`src/common/cpu_pkg.sv`:
```
package cpu_pkg;

	localparam int opcode_w  = 6;
	localparam int reg_idx_w = 5;
	localparam int sub_op_w  = 5;
	localparam int imm14_w   = 14;
	localparam int imm20_w   = 20;
	localparam int data_w    = 32;

	// instruction classes, any other code is a no-op.
	typedef enum logic [opcode_w-1:0] {
		op_alu  = 6'h20,
		op_addi = 6'h28,
		op_movi = 6'h22,
		op_lwi  = 6'h02,
		op_swi  = 6'h0a
	} opcode_e;

	// sub_op_base codes of register alu operations.
	typedef enum logic [sub_op_w-1:0] {
		alu_add = 5'h00,
		alu_sub = 5'h01,
		alu_and = 5'h02,
		alu_xor = 5'h03,
		alu_or  = 5'h04,
		alu_slt = 5'h06
	} alu_op_e;

	typedef enum logic [1:0] {
		wb_alu = 2'b00,
		wb_mem = 2'b01
	} wb_sel_e;

endpackage

```
`src/design/instr_queue.sv`:
```
`timescale 1ns/10ps

module instr_queue #(
	parameter int QUEUE_DEPTH = 4
) (
	input  logic        clock,
	input  logic        arst_n,
	input  logic        instr_valid,
	input  logic [31:0] instr,
	input  logic        stall,
	output logic        pop_valid,
	output logic [31:0] pop_instr,
	output logic        credit_return
);
	localparam int PTR_W = (QUEUE_DEPTH > 1) ? $clog2(QUEUE_DEPTH) : 1;
	localparam int CNT_W = $clog2(QUEUE_DEPTH + 1);

	logic [31:0] entries [QUEUE_DEPTH];
	logic [PTR_W-1:0] wr_ptr;
	logic [PTR_W-1:0] rd_ptr;
	logic [CNT_W-1:0] count;

	assign pop_valid     = (count != '0) && !stall;
	assign pop_instr     = entries[rd_ptr];
	assign credit_return = pop_valid; // one credit back per pop.

	always_ff @(posedge clock) begin
		if (instr_valid)
			entries[wr_ptr] <= instr;
	end

	always_ff @(posedge clock or negedge arst_n) begin
		if (!arst_n) begin
			wr_ptr <= '0;
			rd_ptr <= '0;
			count  <= '0;
		end else begin
			if (instr_valid)
				wr_ptr <= (wr_ptr == PTR_W'(QUEUE_DEPTH - 1)) ? '0 : wr_ptr + 1'b1;
			if (pop_valid)
				rd_ptr <= (rd_ptr == PTR_W'(QUEUE_DEPTH - 1)) ? '0 : rd_ptr + 1'b1;
			// source never pushes without a credit, so no overflow.
			count <= count + CNT_W'(instr_valid) - CNT_W'(pop_valid);
		end
	end

endmodule

```
`src/decode/reg_file.sv`:
```
`timescale 1ns/10ps

module reg_file (
	input  logic        clock,
	input  logic        arst_n,
	input  logic [4:0]  ra_idx,
	input  logic [4:0]  src2_idx,
	output logic [31:0] ra_data,
	output logic [31:0] src2_data,
	input  logic        wr_en,
	input  logic [4:0]  wr_idx,
	input  logic [31:0] wr_data
);
	logic [31:0] regs [32];

	assign ra_data   = regs[ra_idx];
	assign src2_data = regs[src2_idx];

	always_ff @(posedge clock or negedge arst_n) begin
		if (!arst_n) begin
			for (int i = 0; i < 32; i++)
				regs[i] <= '0;
		end else if (wr_en) begin
			regs[wr_idx] <= wr_data;
		end
	end

endmodule

```
`src/decode/decode_stage.sv`:
```
`timescale 1ns/10ps

module decode_stage (
	input  logic                                in_valid,
	input  logic [cpu_pkg::data_w-1:0]          instr,
	output logic [cpu_pkg::reg_idx_w-1:0]       ra_idx,
	output logic [cpu_pkg::reg_idx_w-1:0]       src2_idx,
	input  logic [cpu_pkg::data_w-1:0]          rf_ra_data,
	input  logic [cpu_pkg::data_w-1:0]          rf_src2_data,
	input  logic                                ex_is_load,
	input  logic [cpu_pkg::reg_idx_w-1:0]       ex_wr_idx,
	input  logic                                res_do_reg_write,
	input  logic [cpu_pkg::reg_idx_w-1:0]       res_wr_idx,
	input  logic [cpu_pkg::data_w-1:0]          res_data,
	input  logic                                wb_do_reg_write,
	input  logic [cpu_pkg::reg_idx_w-1:0]       wb_wr_idx,
	input  logic [cpu_pkg::data_w-1:0]          wb_data,
	output cpu_pkg::opcode_e                    opcode,
	output cpu_pkg::alu_op_e                    alu_op,
	output cpu_pkg::wb_sel_e                    wb_sel,
	output logic [cpu_pkg::data_w-1:0]          ra_data,
	output logic [cpu_pkg::data_w-1:0]          rt_data,
	output logic [cpu_pkg::data_w-1:0]          alu_src2,
	output logic [cpu_pkg::reg_idx_w-1:0]       wr_idx,
	output logic                                do_dm_read,
	output logic                                do_dm_write,
	output logic                                do_reg_write,
	output logic                                stall
);
	logic [cpu_pkg::reg_idx_w-1:0] rt_idx;
	logic [cpu_pkg::reg_idx_w-1:0] rb_idx;
	logic [cpu_pkg::data_w-1:0]    imm14_ext;
	logic [cpu_pkg::data_w-1:0]    imm20_ext;
	logic                          uses_ra;
	logic                          uses_src2;

	// newest value wins.
	function automatic logic [cpu_pkg::data_w-1:0] bypass(
		input logic [cpu_pkg::reg_idx_w-1:0] idx,
		input logic [cpu_pkg::data_w-1:0]    rf_data
	);
		if (res_do_reg_write && res_wr_idx == idx)
			return res_data;
		if (wb_do_reg_write && wb_wr_idx == idx)
			return wb_data;
		return rf_data;
	endfunction

	assign opcode    = cpu_pkg::opcode_e'(instr[30:25]);
	assign rt_idx    = instr[24:20];
	assign ra_idx    = instr[19:15];
	assign rb_idx    = instr[14:10];
	assign src2_idx  = (opcode == cpu_pkg::op_swi) ? rt_idx : rb_idx; // store data source.
	assign wr_idx    = rt_idx;
	assign imm14_ext = {{(cpu_pkg::data_w - cpu_pkg::imm14_w){instr[13]}}, instr[13:0]};
	assign imm20_ext = {{(cpu_pkg::data_w - cpu_pkg::imm20_w){instr[19]}}, instr[19:0]};

	always_comb begin
		ra_data      = bypass(ra_idx, rf_ra_data);
		rt_data      = bypass(src2_idx, rf_src2_data);
		alu_op       = cpu_pkg::alu_add;
		wb_sel       = cpu_pkg::wb_alu;
		alu_src2     = imm14_ext;
		do_dm_read   = 1'b0;
		do_dm_write  = 1'b0;
		do_reg_write = 1'b0;
		uses_ra      = 1'b0;
		uses_src2    = 1'b0;
		case (opcode)
			cpu_pkg::op_alu: begin
				alu_op       = cpu_pkg::alu_op_e'(instr[4:0]);
				alu_src2     = rt_data;
				do_reg_write = in_valid;
				uses_ra      = 1'b1;
				uses_src2    = 1'b1;
			end
			cpu_pkg::op_addi: begin
				do_reg_write = in_valid;
				uses_ra      = 1'b1;
			end
			cpu_pkg::op_movi: begin
				alu_src2     = imm20_ext;
				do_reg_write = in_valid;
			end
			cpu_pkg::op_lwi: begin
				wb_sel       = cpu_pkg::wb_mem;
				do_dm_read   = in_valid;
				do_reg_write = in_valid;
				uses_ra      = 1'b1;
			end
			cpu_pkg::op_swi: begin
				do_dm_write = in_valid;
				uses_ra     = 1'b1;
				uses_src2   = 1'b1;
			end
			default: ; // no-op.
		endcase
	end

	// result still in execute, one bubble lets the result stage bypass it.
	assign stall = in_valid && ex_is_load &&
		((uses_ra && ex_wr_idx == ra_idx) || (uses_src2 && ex_wr_idx == src2_idx));

endmodule

```
`src/execute/alu.sv`:
```
`timescale 1ns/10ps

module alu (
	input  cpu_pkg::alu_op_e                alu_op,
	input  cpu_pkg::opcode_e                opcode,
	input  logic [cpu_pkg::data_w-1:0]      src1,
	input  logic [cpu_pkg::data_w-1:0]      src2,
	output logic [cpu_pkg::data_w-1:0]      result,
	output logic                            overflow
);
	logic [cpu_pkg::data_w-1:0] sum;
	logic [cpu_pkg::data_w-1:0] diff;
	logic                       add_ovf;
	logic                       sub_ovf;
	logic                       arith;

	assign sum     = src1 + src2;
	assign diff    = src1 - src2;
	assign add_ovf = (src1[31] == src2[31]) && (sum[31] != src1[31]);
	assign sub_ovf = (src1[31] != src2[31]) && (diff[31] != src1[31]);
	// address adds of loads and stores carry no flag.
	assign arith   = (opcode == cpu_pkg::op_alu) || (opcode == cpu_pkg::op_addi);

	always_comb begin
		overflow = 1'b0;
		if (opcode == cpu_pkg::op_movi) begin
			result = src2;
		end else begin
			case (alu_op)
				cpu_pkg::alu_add: begin
					result   = sum;
					overflow = arith && add_ovf;
				end
				cpu_pkg::alu_sub: begin
					result   = diff;
					overflow = arith && sub_ovf;
				end
				cpu_pkg::alu_and: result = src1 & src2;
				cpu_pkg::alu_or:  result = src1 | src2;
				cpu_pkg::alu_xor: result = src1 ^ src2;
				cpu_pkg::alu_slt: result = {31'b0, $signed(src1) < $signed(src2)};
				default:          result = '0; // undefined sub-op.
			endcase
		end
	end

endmodule

```
`src/result/result_stage.sv`:
```
`timescale 1ns/10ps

module result_stage #(
	parameter int DMEM_WORDS = 64
) (
	input  logic                         clock,
	input  logic [cpu_pkg::data_w-1:0]   alu_result,
	input  logic [cpu_pkg::data_w-1:0]   store_data,
	input  logic                         do_dm_read,
	input  logic                         do_dm_write,
	input  cpu_pkg::wb_sel_e             wb_sel,
	output logic [cpu_pkg::data_w-1:0]   write_reg_data
);
	localparam int ADDR_W = (DMEM_WORDS > 1) ? $clog2(DMEM_WORDS) : 1;

	logic [cpu_pkg::data_w-1:0] dmem [DMEM_WORDS];
	logic [ADDR_W-1:0]          addr;
	logic [cpu_pkg::data_w-1:0] mem_data;

	assign addr     = alu_result[ADDR_W-1:0]; // word address, upper bits ignored.
	assign mem_data = do_dm_read ? dmem[addr] : '0;

	always_ff @(posedge clock) begin
		if (do_dm_write)
			dmem[addr] <= store_data;
	end

	assign write_reg_data = (wb_sel == cpu_pkg::wb_mem) ? mem_data : alu_result;

endmodule

```
`src/design/pipe_walls.sv`:
```
`timescale 1ns/10ps

module pipe_walls (
	input  logic                           clock,
	input  logic                           arst_n,
	input  logic                           hold1,
	input  logic                           bubble2,
	// REG1
	input  logic                           in_reg1_valid,
	input  logic [cpu_pkg::data_w-1:0]     in_reg1_instr,
	output logic                           out_reg1_valid,
	output logic [cpu_pkg::data_w-1:0]     out_reg1_instr,
	// REG2
	input  logic [cpu_pkg::data_w-1:0]     in_reg2_ra_data,
	input  logic [cpu_pkg::data_w-1:0]     in_reg2_rt_data,
	input  logic [cpu_pkg::data_w-1:0]     in_reg2_alu_src2,
	input  cpu_pkg::opcode_e               in_reg2_opcode,
	input  cpu_pkg::alu_op_e               in_reg2_alu_op,
	input  logic [cpu_pkg::reg_idx_w-1:0]  in_reg2_wr_idx,
	input  cpu_pkg::wb_sel_e               in_reg2_wb_sel,
	input  logic                           in_reg2_do_dm_read,
	input  logic                           in_reg2_do_dm_write,
	input  logic                           in_reg2_do_reg_write,
	output logic [cpu_pkg::data_w-1:0]     out_reg2_ra_data,
	output logic [cpu_pkg::data_w-1:0]     out_reg2_rt_data,
	output logic [cpu_pkg::data_w-1:0]     out_reg2_alu_src2,
	output cpu_pkg::opcode_e               out_reg2_opcode,
	output cpu_pkg::alu_op_e               out_reg2_alu_op,
	output logic [cpu_pkg::reg_idx_w-1:0]  out_reg2_wr_idx,
	output cpu_pkg::wb_sel_e               out_reg2_wb_sel,
	output logic                           out_reg2_do_dm_read,
	output logic                           out_reg2_do_dm_write,
	output logic                           out_reg2_do_reg_write,
	// REG3
	input  logic [cpu_pkg::data_w-1:0]     in_reg3_alu_result,
	input  logic                           in_reg3_alu_overflow,
	input  logic [cpu_pkg::data_w-1:0]     in_reg3_store_data,
	input  logic [cpu_pkg::reg_idx_w-1:0]  in_reg3_wr_idx,
	input  cpu_pkg::wb_sel_e               in_reg3_wb_sel,
	input  logic                           in_reg3_do_dm_read,
	input  logic                           in_reg3_do_dm_write,
	input  logic                           in_reg3_do_reg_write,
	output logic [cpu_pkg::data_w-1:0]     out_reg3_alu_result,
	output logic                           out_reg3_alu_overflow,
	output logic [cpu_pkg::data_w-1:0]     out_reg3_store_data,
	output logic [cpu_pkg::reg_idx_w-1:0]  out_reg3_wr_idx,
	output cpu_pkg::wb_sel_e               out_reg3_wb_sel,
	output logic                           out_reg3_do_dm_read,
	output logic                           out_reg3_do_dm_write,
	output logic                           out_reg3_do_reg_write,
	// REG4
	input  logic [cpu_pkg::data_w-1:0]     in_reg4_write_reg_data,
	input  logic                           in_reg4_overflow,
	input  logic [cpu_pkg::reg_idx_w-1:0]  in_reg4_wr_idx,
	input  logic                           in_reg4_do_reg_write,
	output logic [cpu_pkg::data_w-1:0]     out_reg4_write_reg_data,
	output logic                           out_reg4_overflow,
	output logic [cpu_pkg::reg_idx_w-1:0]  out_reg4_wr_idx,
	output logic                           out_reg4_do_reg_write
);

	always_ff @(posedge clock or negedge arst_n) begin
		if (!arst_n) begin
			out_reg1_valid          <= 1'b0;
			out_reg1_instr          <= '0;
			out_reg2_ra_data        <= '0;
			out_reg2_rt_data        <= '0;
			out_reg2_alu_src2       <= '0;
			out_reg2_opcode         <= cpu_pkg::op_alu;
			out_reg2_alu_op         <= cpu_pkg::alu_add;
			out_reg2_wr_idx         <= '0;
			out_reg2_wb_sel         <= cpu_pkg::wb_alu;
			out_reg2_do_dm_read     <= 1'b0;
			out_reg2_do_dm_write    <= 1'b0;
			out_reg2_do_reg_write   <= 1'b0;
			out_reg3_alu_result     <= '0;
			out_reg3_alu_overflow   <= 1'b0;
			out_reg3_store_data     <= '0;
			out_reg3_wr_idx         <= '0;
			out_reg3_wb_sel         <= cpu_pkg::wb_alu;
			out_reg3_do_dm_read     <= 1'b0;
			out_reg3_do_dm_write    <= 1'b0;
			out_reg3_do_reg_write   <= 1'b0;
			out_reg4_write_reg_data <= '0;
			out_reg4_overflow       <= 1'b0;
			out_reg4_wr_idx         <= '0;
			out_reg4_do_reg_write   <= 1'b0;
		end else begin
			if (!hold1) begin
				out_reg1_valid <= in_reg1_valid;
				out_reg1_instr <= in_reg1_instr;
			end

			out_reg2_ra_data      <= in_reg2_ra_data;
			out_reg2_rt_data      <= in_reg2_rt_data;
			out_reg2_alu_src2     <= in_reg2_alu_src2;
			out_reg2_opcode       <= in_reg2_opcode;
			out_reg2_alu_op       <= in_reg2_alu_op;
			out_reg2_wr_idx       <= in_reg2_wr_idx;
			out_reg2_wb_sel       <= in_reg2_wb_sel;
			out_reg2_do_dm_read   <= in_reg2_do_dm_read && !bubble2; // bubble kills controls.
			out_reg2_do_dm_write  <= in_reg2_do_dm_write && !bubble2;
			out_reg2_do_reg_write <= in_reg2_do_reg_write && !bubble2;

			out_reg3_alu_result   <= in_reg3_alu_result;
			out_reg3_alu_overflow <= in_reg3_alu_overflow;
			out_reg3_store_data   <= in_reg3_store_data;
			out_reg3_wr_idx       <= in_reg3_wr_idx;
			out_reg3_wb_sel       <= in_reg3_wb_sel;
			out_reg3_do_dm_read   <= in_reg3_do_dm_read;
			out_reg3_do_dm_write  <= in_reg3_do_dm_write;
			out_reg3_do_reg_write <= in_reg3_do_reg_write;

			out_reg4_write_reg_data <= in_reg4_write_reg_data;
			out_reg4_overflow       <= in_reg4_overflow;
			out_reg4_wr_idx         <= in_reg4_wr_idx;
			out_reg4_do_reg_write   <= in_reg4_do_reg_write;
		end
	end

endmodule

```
`src/design/cpu_core.sv`:
```
`timescale 1ns/10ps

module cpu_core #(
	parameter int QUEUE_DEPTH = 4,
	parameter int DMEM_WORDS  = 64
) (
	input  logic        clock,
	input  logic        arst_n,
	input  logic        instr_valid,
	input  logic [31:0] instr,
	output logic        credit_return,
	output logic        wb_valid,
	output logic [4:0]  wb_reg,
	output logic [31:0] wb_data,
	output logic        wb_overflow
);
	logic                          pop_valid;
	logic [cpu_pkg::data_w-1:0]    pop_instr;
	logic                          stall;
	logic                          reg1_valid;
	logic [cpu_pkg::data_w-1:0]    reg1_instr;
	logic [cpu_pkg::reg_idx_w-1:0] ra_idx;
	logic [cpu_pkg::reg_idx_w-1:0] src2_idx;
	logic [cpu_pkg::data_w-1:0]    rf_ra_data;
	logic [cpu_pkg::data_w-1:0]    rf_src2_data;

	// decode outputs, REG2 inputs.
	logic [cpu_pkg::data_w-1:0]    dec_ra_data;
	logic [cpu_pkg::data_w-1:0]    dec_rt_data;
	logic [cpu_pkg::data_w-1:0]    dec_alu_src2;
	cpu_pkg::opcode_e              dec_opcode;
	cpu_pkg::alu_op_e              dec_alu_op;
	logic [cpu_pkg::reg_idx_w-1:0] dec_wr_idx;
	cpu_pkg::wb_sel_e              dec_wb_sel;
	logic                          dec_do_dm_read;
	logic                          dec_do_dm_write;
	logic                          dec_do_reg_write;

	// REG2 outputs.
	logic [cpu_pkg::data_w-1:0]    ex_ra_data;
	logic [cpu_pkg::data_w-1:0]    ex_rt_data;
	logic [cpu_pkg::data_w-1:0]    ex_alu_src2;
	cpu_pkg::opcode_e              ex_opcode;
	cpu_pkg::alu_op_e              ex_alu_op;
	logic [cpu_pkg::reg_idx_w-1:0] ex_wr_idx;
	cpu_pkg::wb_sel_e              ex_wb_sel;
	logic                          ex_do_dm_read;
	logic                          ex_do_dm_write;
	logic                          ex_do_reg_write;
	logic [cpu_pkg::data_w-1:0]    alu_result;
	logic                          alu_overflow;

	// REG3 outputs.
	logic [cpu_pkg::data_w-1:0]    res_alu_result;
	logic                          res_alu_overflow;
	logic [cpu_pkg::data_w-1:0]    res_store_data;
	logic [cpu_pkg::reg_idx_w-1:0] res_wr_idx;
	cpu_pkg::wb_sel_e              res_wb_sel;
	logic                          res_do_dm_read;
	logic                          res_do_dm_write;
	logic                          res_do_reg_write;
	logic [cpu_pkg::data_w-1:0]    write_reg_data;

	instr_queue #(.QUEUE_DEPTH(QUEUE_DEPTH)) u_queue (
		.clock(clock), .arst_n(arst_n),
		.instr_valid(instr_valid), .instr(instr), .stall(stall),
		.pop_valid(pop_valid), .pop_instr(pop_instr), .credit_return(credit_return)
	);

	// ex_is_load takes every pending write in execute, none of them is bypassable yet.
	decode_stage u_decode (
		.in_valid(reg1_valid), .instr(reg1_instr),
		.ra_idx(ra_idx), .src2_idx(src2_idx),
		.rf_ra_data(rf_ra_data), .rf_src2_data(rf_src2_data),
		.ex_is_load(ex_do_reg_write), .ex_wr_idx(ex_wr_idx),
		.res_do_reg_write(res_do_reg_write), .res_wr_idx(res_wr_idx), .res_data(write_reg_data),
		.wb_do_reg_write(wb_valid), .wb_wr_idx(wb_reg), .wb_data(wb_data),
		.opcode(dec_opcode), .alu_op(dec_alu_op), .wb_sel(dec_wb_sel),
		.ra_data(dec_ra_data), .rt_data(dec_rt_data), .alu_src2(dec_alu_src2),
		.wr_idx(dec_wr_idx), .do_dm_read(dec_do_dm_read), .do_dm_write(dec_do_dm_write),
		.do_reg_write(dec_do_reg_write), .stall(stall)
	);

	reg_file u_regs (
		.clock(clock), .arst_n(arst_n),
		.ra_idx(ra_idx), .src2_idx(src2_idx),
		.ra_data(rf_ra_data), .src2_data(rf_src2_data),
		.wr_en(wb_valid), .wr_idx(wb_reg), .wr_data(wb_data)
	);

	alu u_alu (
		.alu_op(ex_alu_op), .opcode(ex_opcode),
		.src1(ex_ra_data), .src2(ex_alu_src2),
		.result(alu_result), .overflow(alu_overflow)
	);

	result_stage #(.DMEM_WORDS(DMEM_WORDS)) u_result (
		.clock(clock), .alu_result(res_alu_result), .store_data(res_store_data),
		.do_dm_read(res_do_dm_read), .do_dm_write(res_do_dm_write),
		.wb_sel(res_wb_sel), .write_reg_data(write_reg_data)
	);

	pipe_walls u_walls (
		.clock(clock), .arst_n(arst_n), .hold1(stall), .bubble2(stall),
		.in_reg1_valid(pop_valid), .in_reg1_instr(pop_instr),
		.out_reg1_valid(reg1_valid), .out_reg1_instr(reg1_instr),
		.in_reg2_ra_data(dec_ra_data), .in_reg2_rt_data(dec_rt_data),
		.in_reg2_alu_src2(dec_alu_src2), .in_reg2_opcode(dec_opcode),
		.in_reg2_alu_op(dec_alu_op), .in_reg2_wr_idx(dec_wr_idx), .in_reg2_wb_sel(dec_wb_sel),
		.in_reg2_do_dm_read(dec_do_dm_read), .in_reg2_do_dm_write(dec_do_dm_write),
		.in_reg2_do_reg_write(dec_do_reg_write),
		.out_reg2_ra_data(ex_ra_data), .out_reg2_rt_data(ex_rt_data),
		.out_reg2_alu_src2(ex_alu_src2), .out_reg2_opcode(ex_opcode),
		.out_reg2_alu_op(ex_alu_op), .out_reg2_wr_idx(ex_wr_idx), .out_reg2_wb_sel(ex_wb_sel),
		.out_reg2_do_dm_read(ex_do_dm_read), .out_reg2_do_dm_write(ex_do_dm_write),
		.out_reg2_do_reg_write(ex_do_reg_write),
		.in_reg3_alu_result(alu_result), .in_reg3_alu_overflow(alu_overflow),
		.in_reg3_store_data(ex_rt_data), .in_reg3_wr_idx(ex_wr_idx),
		.in_reg3_wb_sel(ex_wb_sel), .in_reg3_do_dm_read(ex_do_dm_read),
		.in_reg3_do_dm_write(ex_do_dm_write), .in_reg3_do_reg_write(ex_do_reg_write),
		.out_reg3_alu_result(res_alu_result), .out_reg3_alu_overflow(res_alu_overflow),
		.out_reg3_store_data(res_store_data), .out_reg3_wr_idx(res_wr_idx),
		.out_reg3_wb_sel(res_wb_sel), .out_reg3_do_dm_read(res_do_dm_read),
		.out_reg3_do_dm_write(res_do_dm_write), .out_reg3_do_reg_write(res_do_reg_write),
		.in_reg4_write_reg_data(write_reg_data), .in_reg4_overflow(res_alu_overflow),
		.in_reg4_wr_idx(res_wr_idx), .in_reg4_do_reg_write(res_do_reg_write),
		.out_reg4_write_reg_data(wb_data), .out_reg4_overflow(wb_overflow),
		.out_reg4_wr_idx(wb_reg), .out_reg4_do_reg_write(wb_valid)
	);

endmodule

```
`config.mk`:
```
export PLATFORM = sky130hd
export DESIGN_NAME = cpu_core
export DESIGN_NICKNAME = d
export VERILOG_FILES = /design/src/common/cpu_pkg.sv /design/src/design/instr_queue.sv /design/src/decode/reg_file.sv /design/src/decode/decode_stage.sv /design/src/execute/alu.sv /design/src/result/result_stage.sv /design/src/design/pipe_walls.sv /design/src/design/cpu_core.sv
export SDC_FILE = /design/constraint.sdc
export NUM_CORES = 2
export LEC_CHECK = 0
export BUFFER_PORTS_ARGS = -buffer_cell sky130_fd_sc_hd__buf_2
export CAP_MARGIN = 20
export CORE_MARGIN = 8
export CORE_UTILIZATION = 57
export DETAILED_ROUTE_END_ITERATION = 12
export HOLD_SLACK_MARGIN = 0.15
export PLACE_DENSITY = 0.69
export SLEW_MARGIN = 20
export SYNTH_ARGS = -nofsm -noshare
export SYNTH_HDL_FRONTEND = slang
export SYNTH_SLANG_ARGS = --single-unit
export TNS_END_PERCENT = 30
```
`constraint.sdc`:
```
create_clock -name clock -period 4.9 [get_ports clock]
set_clock_uncertainty 0.15 [all_clocks]
set_input_delay 0.98 -clock clock [delete_from_list [all_inputs] [get_ports clock]]
set_output_delay 0.98 -clock clock [all_outputs]
set_load 0.02 [all_outputs]
```
==> flow_summary.json <==
{
  "status": "finished with violations",
  "violations": "negative setup slack",
  "antenna_left": 0,
  "drt_pre_antenna_iters": 8,
  "layout.nets": 10600,
  "start_util_pct": 57.2,
  "max_cap_violations": 0,
  "fp.coreArea_um2": 262000,
  "relSlewSlack_pct": 19.4,
  "synth.area.top_cells": "edfxtp_1 44%, dfrtp_1 22%, mux2_2 8.4%",
  "synth.most_common_cell": "edfxtp_1",
  "critPathLaunch": "u_walls.out_reg3_alu_result[1]",
  "synth-seq-cells": 3464,
  "io_pins": 75,
  "dr_total_vias": 99900,
  "tritoncts": "built",
  "ys.warnings.count": 0,
  "avgSynthCellArea_um2": 14.7,
  "rsz0062_at_grt": "true",
  "wirelength_um": 501000,
  "synth_flop_cell": "edfxtp_1",
  "cp-start-kind": "flop",
  "dieArea_um2": 280000,
  "synth-async-reset-ratio_pct": 37.3,
  "power.internal_w": 0.0683,
  "rrSetupSlack_ps": -70,
  "row_count": 188,
  "hold_viol": 0,
  "yosysTopAreaCellShare_pct": 43.5,
  "syn_area_um2": 150000,
  "chipHeight_um": 529,
  "setup_viol": 7,
  "crit_path_end": "u_walls.out_reg2_alu_src2[24]",
  "synthTopCellsByCount": "2,172 x edfxtp_1, 1,291 x dfrtp_1, 1,113 x mux2_2, 1,033 x nand2_1, 476 x clkbuf_1",
  "drt-initial-drc-count": 14000,
  "ys_seq_area_share_pct": 65.1,
  "p_switching_w": 0.0429,
  "cts_max_level": 5,
  "period_share_pct": 101,
  "numPortBuffers": 73,
  "grt_max_degree": 148,
  "dpl.cell_count": 13600,
  "combPwrFrac_pct": 37.0,
  "grt-ovfl-total": 0,
  "power_w": 0.111,
  "layout-drive-gt1-share_pct": 27.6,
  "hold_path.class": "flop to flop",
  "final_core_util_pct": 64.9,
  "p_seq_share_pct": 38.2,
  "area_growth_pct": 13.5,
  "stdcell_count": 14300,
  "synth_top_cell_by_area": "edfxtp_1",
  "gp_congestion": 0.957,
  "cp.arrival_ps": 5630,
  "ys_types": 83,
  "synth_edf_count": 2172,
  "cts_root_buf": "clkbuf_16",
  "cts_max_path_buffers": 4,
  "swShare_pct": 38.6,
  "fill_cells": 18400,
  "clk_pin_slew_ps": 60,
  "crit_required_ps": 5560,
  "avgRoutedWirePerCell_um": 35.1,
  "drcViolationCount": 0,
  "p_clk_share_pct": 24.8,
  "max_freq_ghz": 0.201,
  "ir_drop_mv": 0.637,
  "drv_slew": 0,
  "postSynthNetCount": 10400,
  "critPathKind": "flop to flop",
  "cts_sinks": 3464,
  "grt_antenna_before_repair": 19,
  "grt_pass1_vias": 98700,
  "end_kind": "flop",
  "dp_hpwl_um": 299000,
  "rr_startpoint": "u_walls.out_reg3_alu_result[1]",
  "reg2reg_to": "u_walls.out_reg2_alu_src2[24]",
  "p_leak_nw": 64.2,
  "die_w_um": 529,
  "cts_buffers": 355,
  "crit_fanout": 30,
  "netlist_instances": 10200,
  "p_per_area_nw_per_um2": 654,
  "r2r_cells": 11,
  "tightest_slew_ps": 1200,
  "timing.final.ws_setup_ps": -66.1,
  "routed_via_density": 7.00,
  "period_minus_slack_ps": 4970,
  "clk_latency_ps": 990,
  "grt_first_pass_wirelength_um": 713000,
  "grt_usage_pct": 35.1
}
worst min-delay path by stage:
stage	startpoint	to	slack, ps	cells past startpoint
after floorplan	u_walls.out_reg2_do_dm_read	u_walls.out_reg3_do_dm_read	180	0
after global routing	u_walls.out_reg2_rt_data[0]	u_walls.out_reg3_store_data[0]	200	0
after CTS	u_walls.out_reg2_rt_data[3]	u_walls.out_reg3_store_data[3]	190	0
after detailed placement	u_walls.out_reg2_rt_data[0]	u_walls.out_reg3_store_data[0]	180	0
after global placement	u_walls.out_reg2_rt_data[9]	u_walls.out_reg3_store_data[9]	180	0
final	u_walls.out_reg2_rt_data[0]	u_walls.out_reg3_store_data[0]	190	0
critical path, cell delays in order, from the launching register on:
cell	delay, ps
dfrtp_4	840
buf_4	440
and3_4	530
buf_12	260
buf_4	300
a22oi_1	140
a31oi_1	560
buf_4	270
nor4_1	100
a21oi_1	710
a21oi_1	220
o211ai_1	220
sequential cells by signal (all words and copies together) (netlist names), 2 cells and up:
register / cells
u_walls.out_reg3_alu_result: 32
u_walls.out_reg4_write_reg_data: 32
u_walls.out_reg2_wr_idx: 5
u_walls.out_reg1_instr: 31
u_queue.entries: 124
u_regs.regs: 1024
u_walls.out_reg2_rt_data: 32
u_queue.wr_ptr: 2
u_walls.out_reg3_store_data: 32
u_queue.count: 3
u_walls.out_reg2_alu_op: 5
u_walls.out_reg2_ra_data: 32
u_walls.out_reg4_wr_idx: 5
u_walls.out_reg2_alu_src2: 32
u_walls.out_reg2_opcode: 6
u_result.dmem: 2048
u_walls.out_reg3_wr_idx: 5
u_queue.rd_ptr: 2
per-layer routing:
layer | vias up | GRT usage, % | share of wire [%]
li1 | 40000 | - | -
met1 | 51100 | 44.5 | 35
met2 | 7113 | 54.4 | 46
met3 | 1676 | 8.46 | 11
met4 | 14 | 22.9 | 7.9
met5 | - | 0 | 0.016
final cells by class:
| type | count | area (um2) | share of cell area, % |
|---|---|---|---|
| clock buffer | 477 | 9990 | 5.87 |
| tap | 3515 | 4400 | 2.59 |
| sequential | 3464 | 97700 | 57.4 |
| antenna | 12 | 30.0 | 0.0177 |
| timing repair buffer | 675 | 6130 | 3.61 |
| inverter | 130 | 488 | 0.287 |
| multi-input combinational | 5814 | 49500 | 29.1 |
| clock inverter | 181 | 1910 | 1.12 |
kinds of logic after synthesis:
| family | synth area share [%] |
|---|---|
| XOR/XNOR | 0.292 |
| AND/OR/NAND/NOR | 6.21 |
| AO/OA/AOI/OAI | 8.07 |
| adder cells (fa/ha/maj) | 0.983 |
| buffers and inverters | 2.50 |
| flip-flops | 65.1 |
| multiplexers | 16.9 |
power by group through the flow:
| stage | clock [W] | sequential, W | combinational, W |
|---|---|---|---|
| floorplan | 0 | 0.0414 | 0.0235 |
| global placement | 0 | 0.0424 | 0.0392 |
| finish | 0.0276 | 0.0425 | 0.0411 |
| detailed placement | 0 | 0.0428 | 0.0399 |
| global route | 0.0289 | 0.0428 | 0.0427 |
| CTS | 0.0278 | 0.0422 | 0.0401 |
cells in the final DEF, fill, tap and decap left out, types with 41 or more instances in the layout:
cell type and instances:
edfxtp_1 2172, dfrtp_1 1247, mux2_2 1112, nand2_1 1015, buf_4 478, mux4_2 462, a22oi_1 397, clkbuf_16 367
nand3_1 345, a21oi_1 297, nor2_1 288, mux2i_1 227, a31oi_1 218, a221oi_1 197, nand4_1 152, o21ai_0 144
a22o_1 129, inv_1 128, ha_1 113, buf_12 93, nor2_4 84, clkinv_2 74, buf_2 72, clkbuf_1 71
o22ai_1 60, nor3_1 41
timing repair:
action | CTS | global route
hold buffers | 32 | 0
hold endpoints to repair | 211 | 0
resized for setup | 1 | 1
endpoints found under the setup margin | 1 | 2
buffers inserted | 0 | 0
cloned | 0 | 0
pin swaps | 1 | 0
metrics by stage:
stage | setup slack [ps] | cell area (um2) | TNS (ps) | hold WS [ps]
after floorplan | 748 | 150000 | 0 | 181
after CTS | 9.76 | 170000 | 0 | 190
after detailed placement | 89.8 | 158000 | 0 | 185
final | -66.1 | 170000 | -288 | 191
after global routing | -92.4 | 170000 | -92.4 | 198
after global placement | 87.1 | 158000 | 0 | 182
Note: power is estimated with default switching activity, not from simulation.
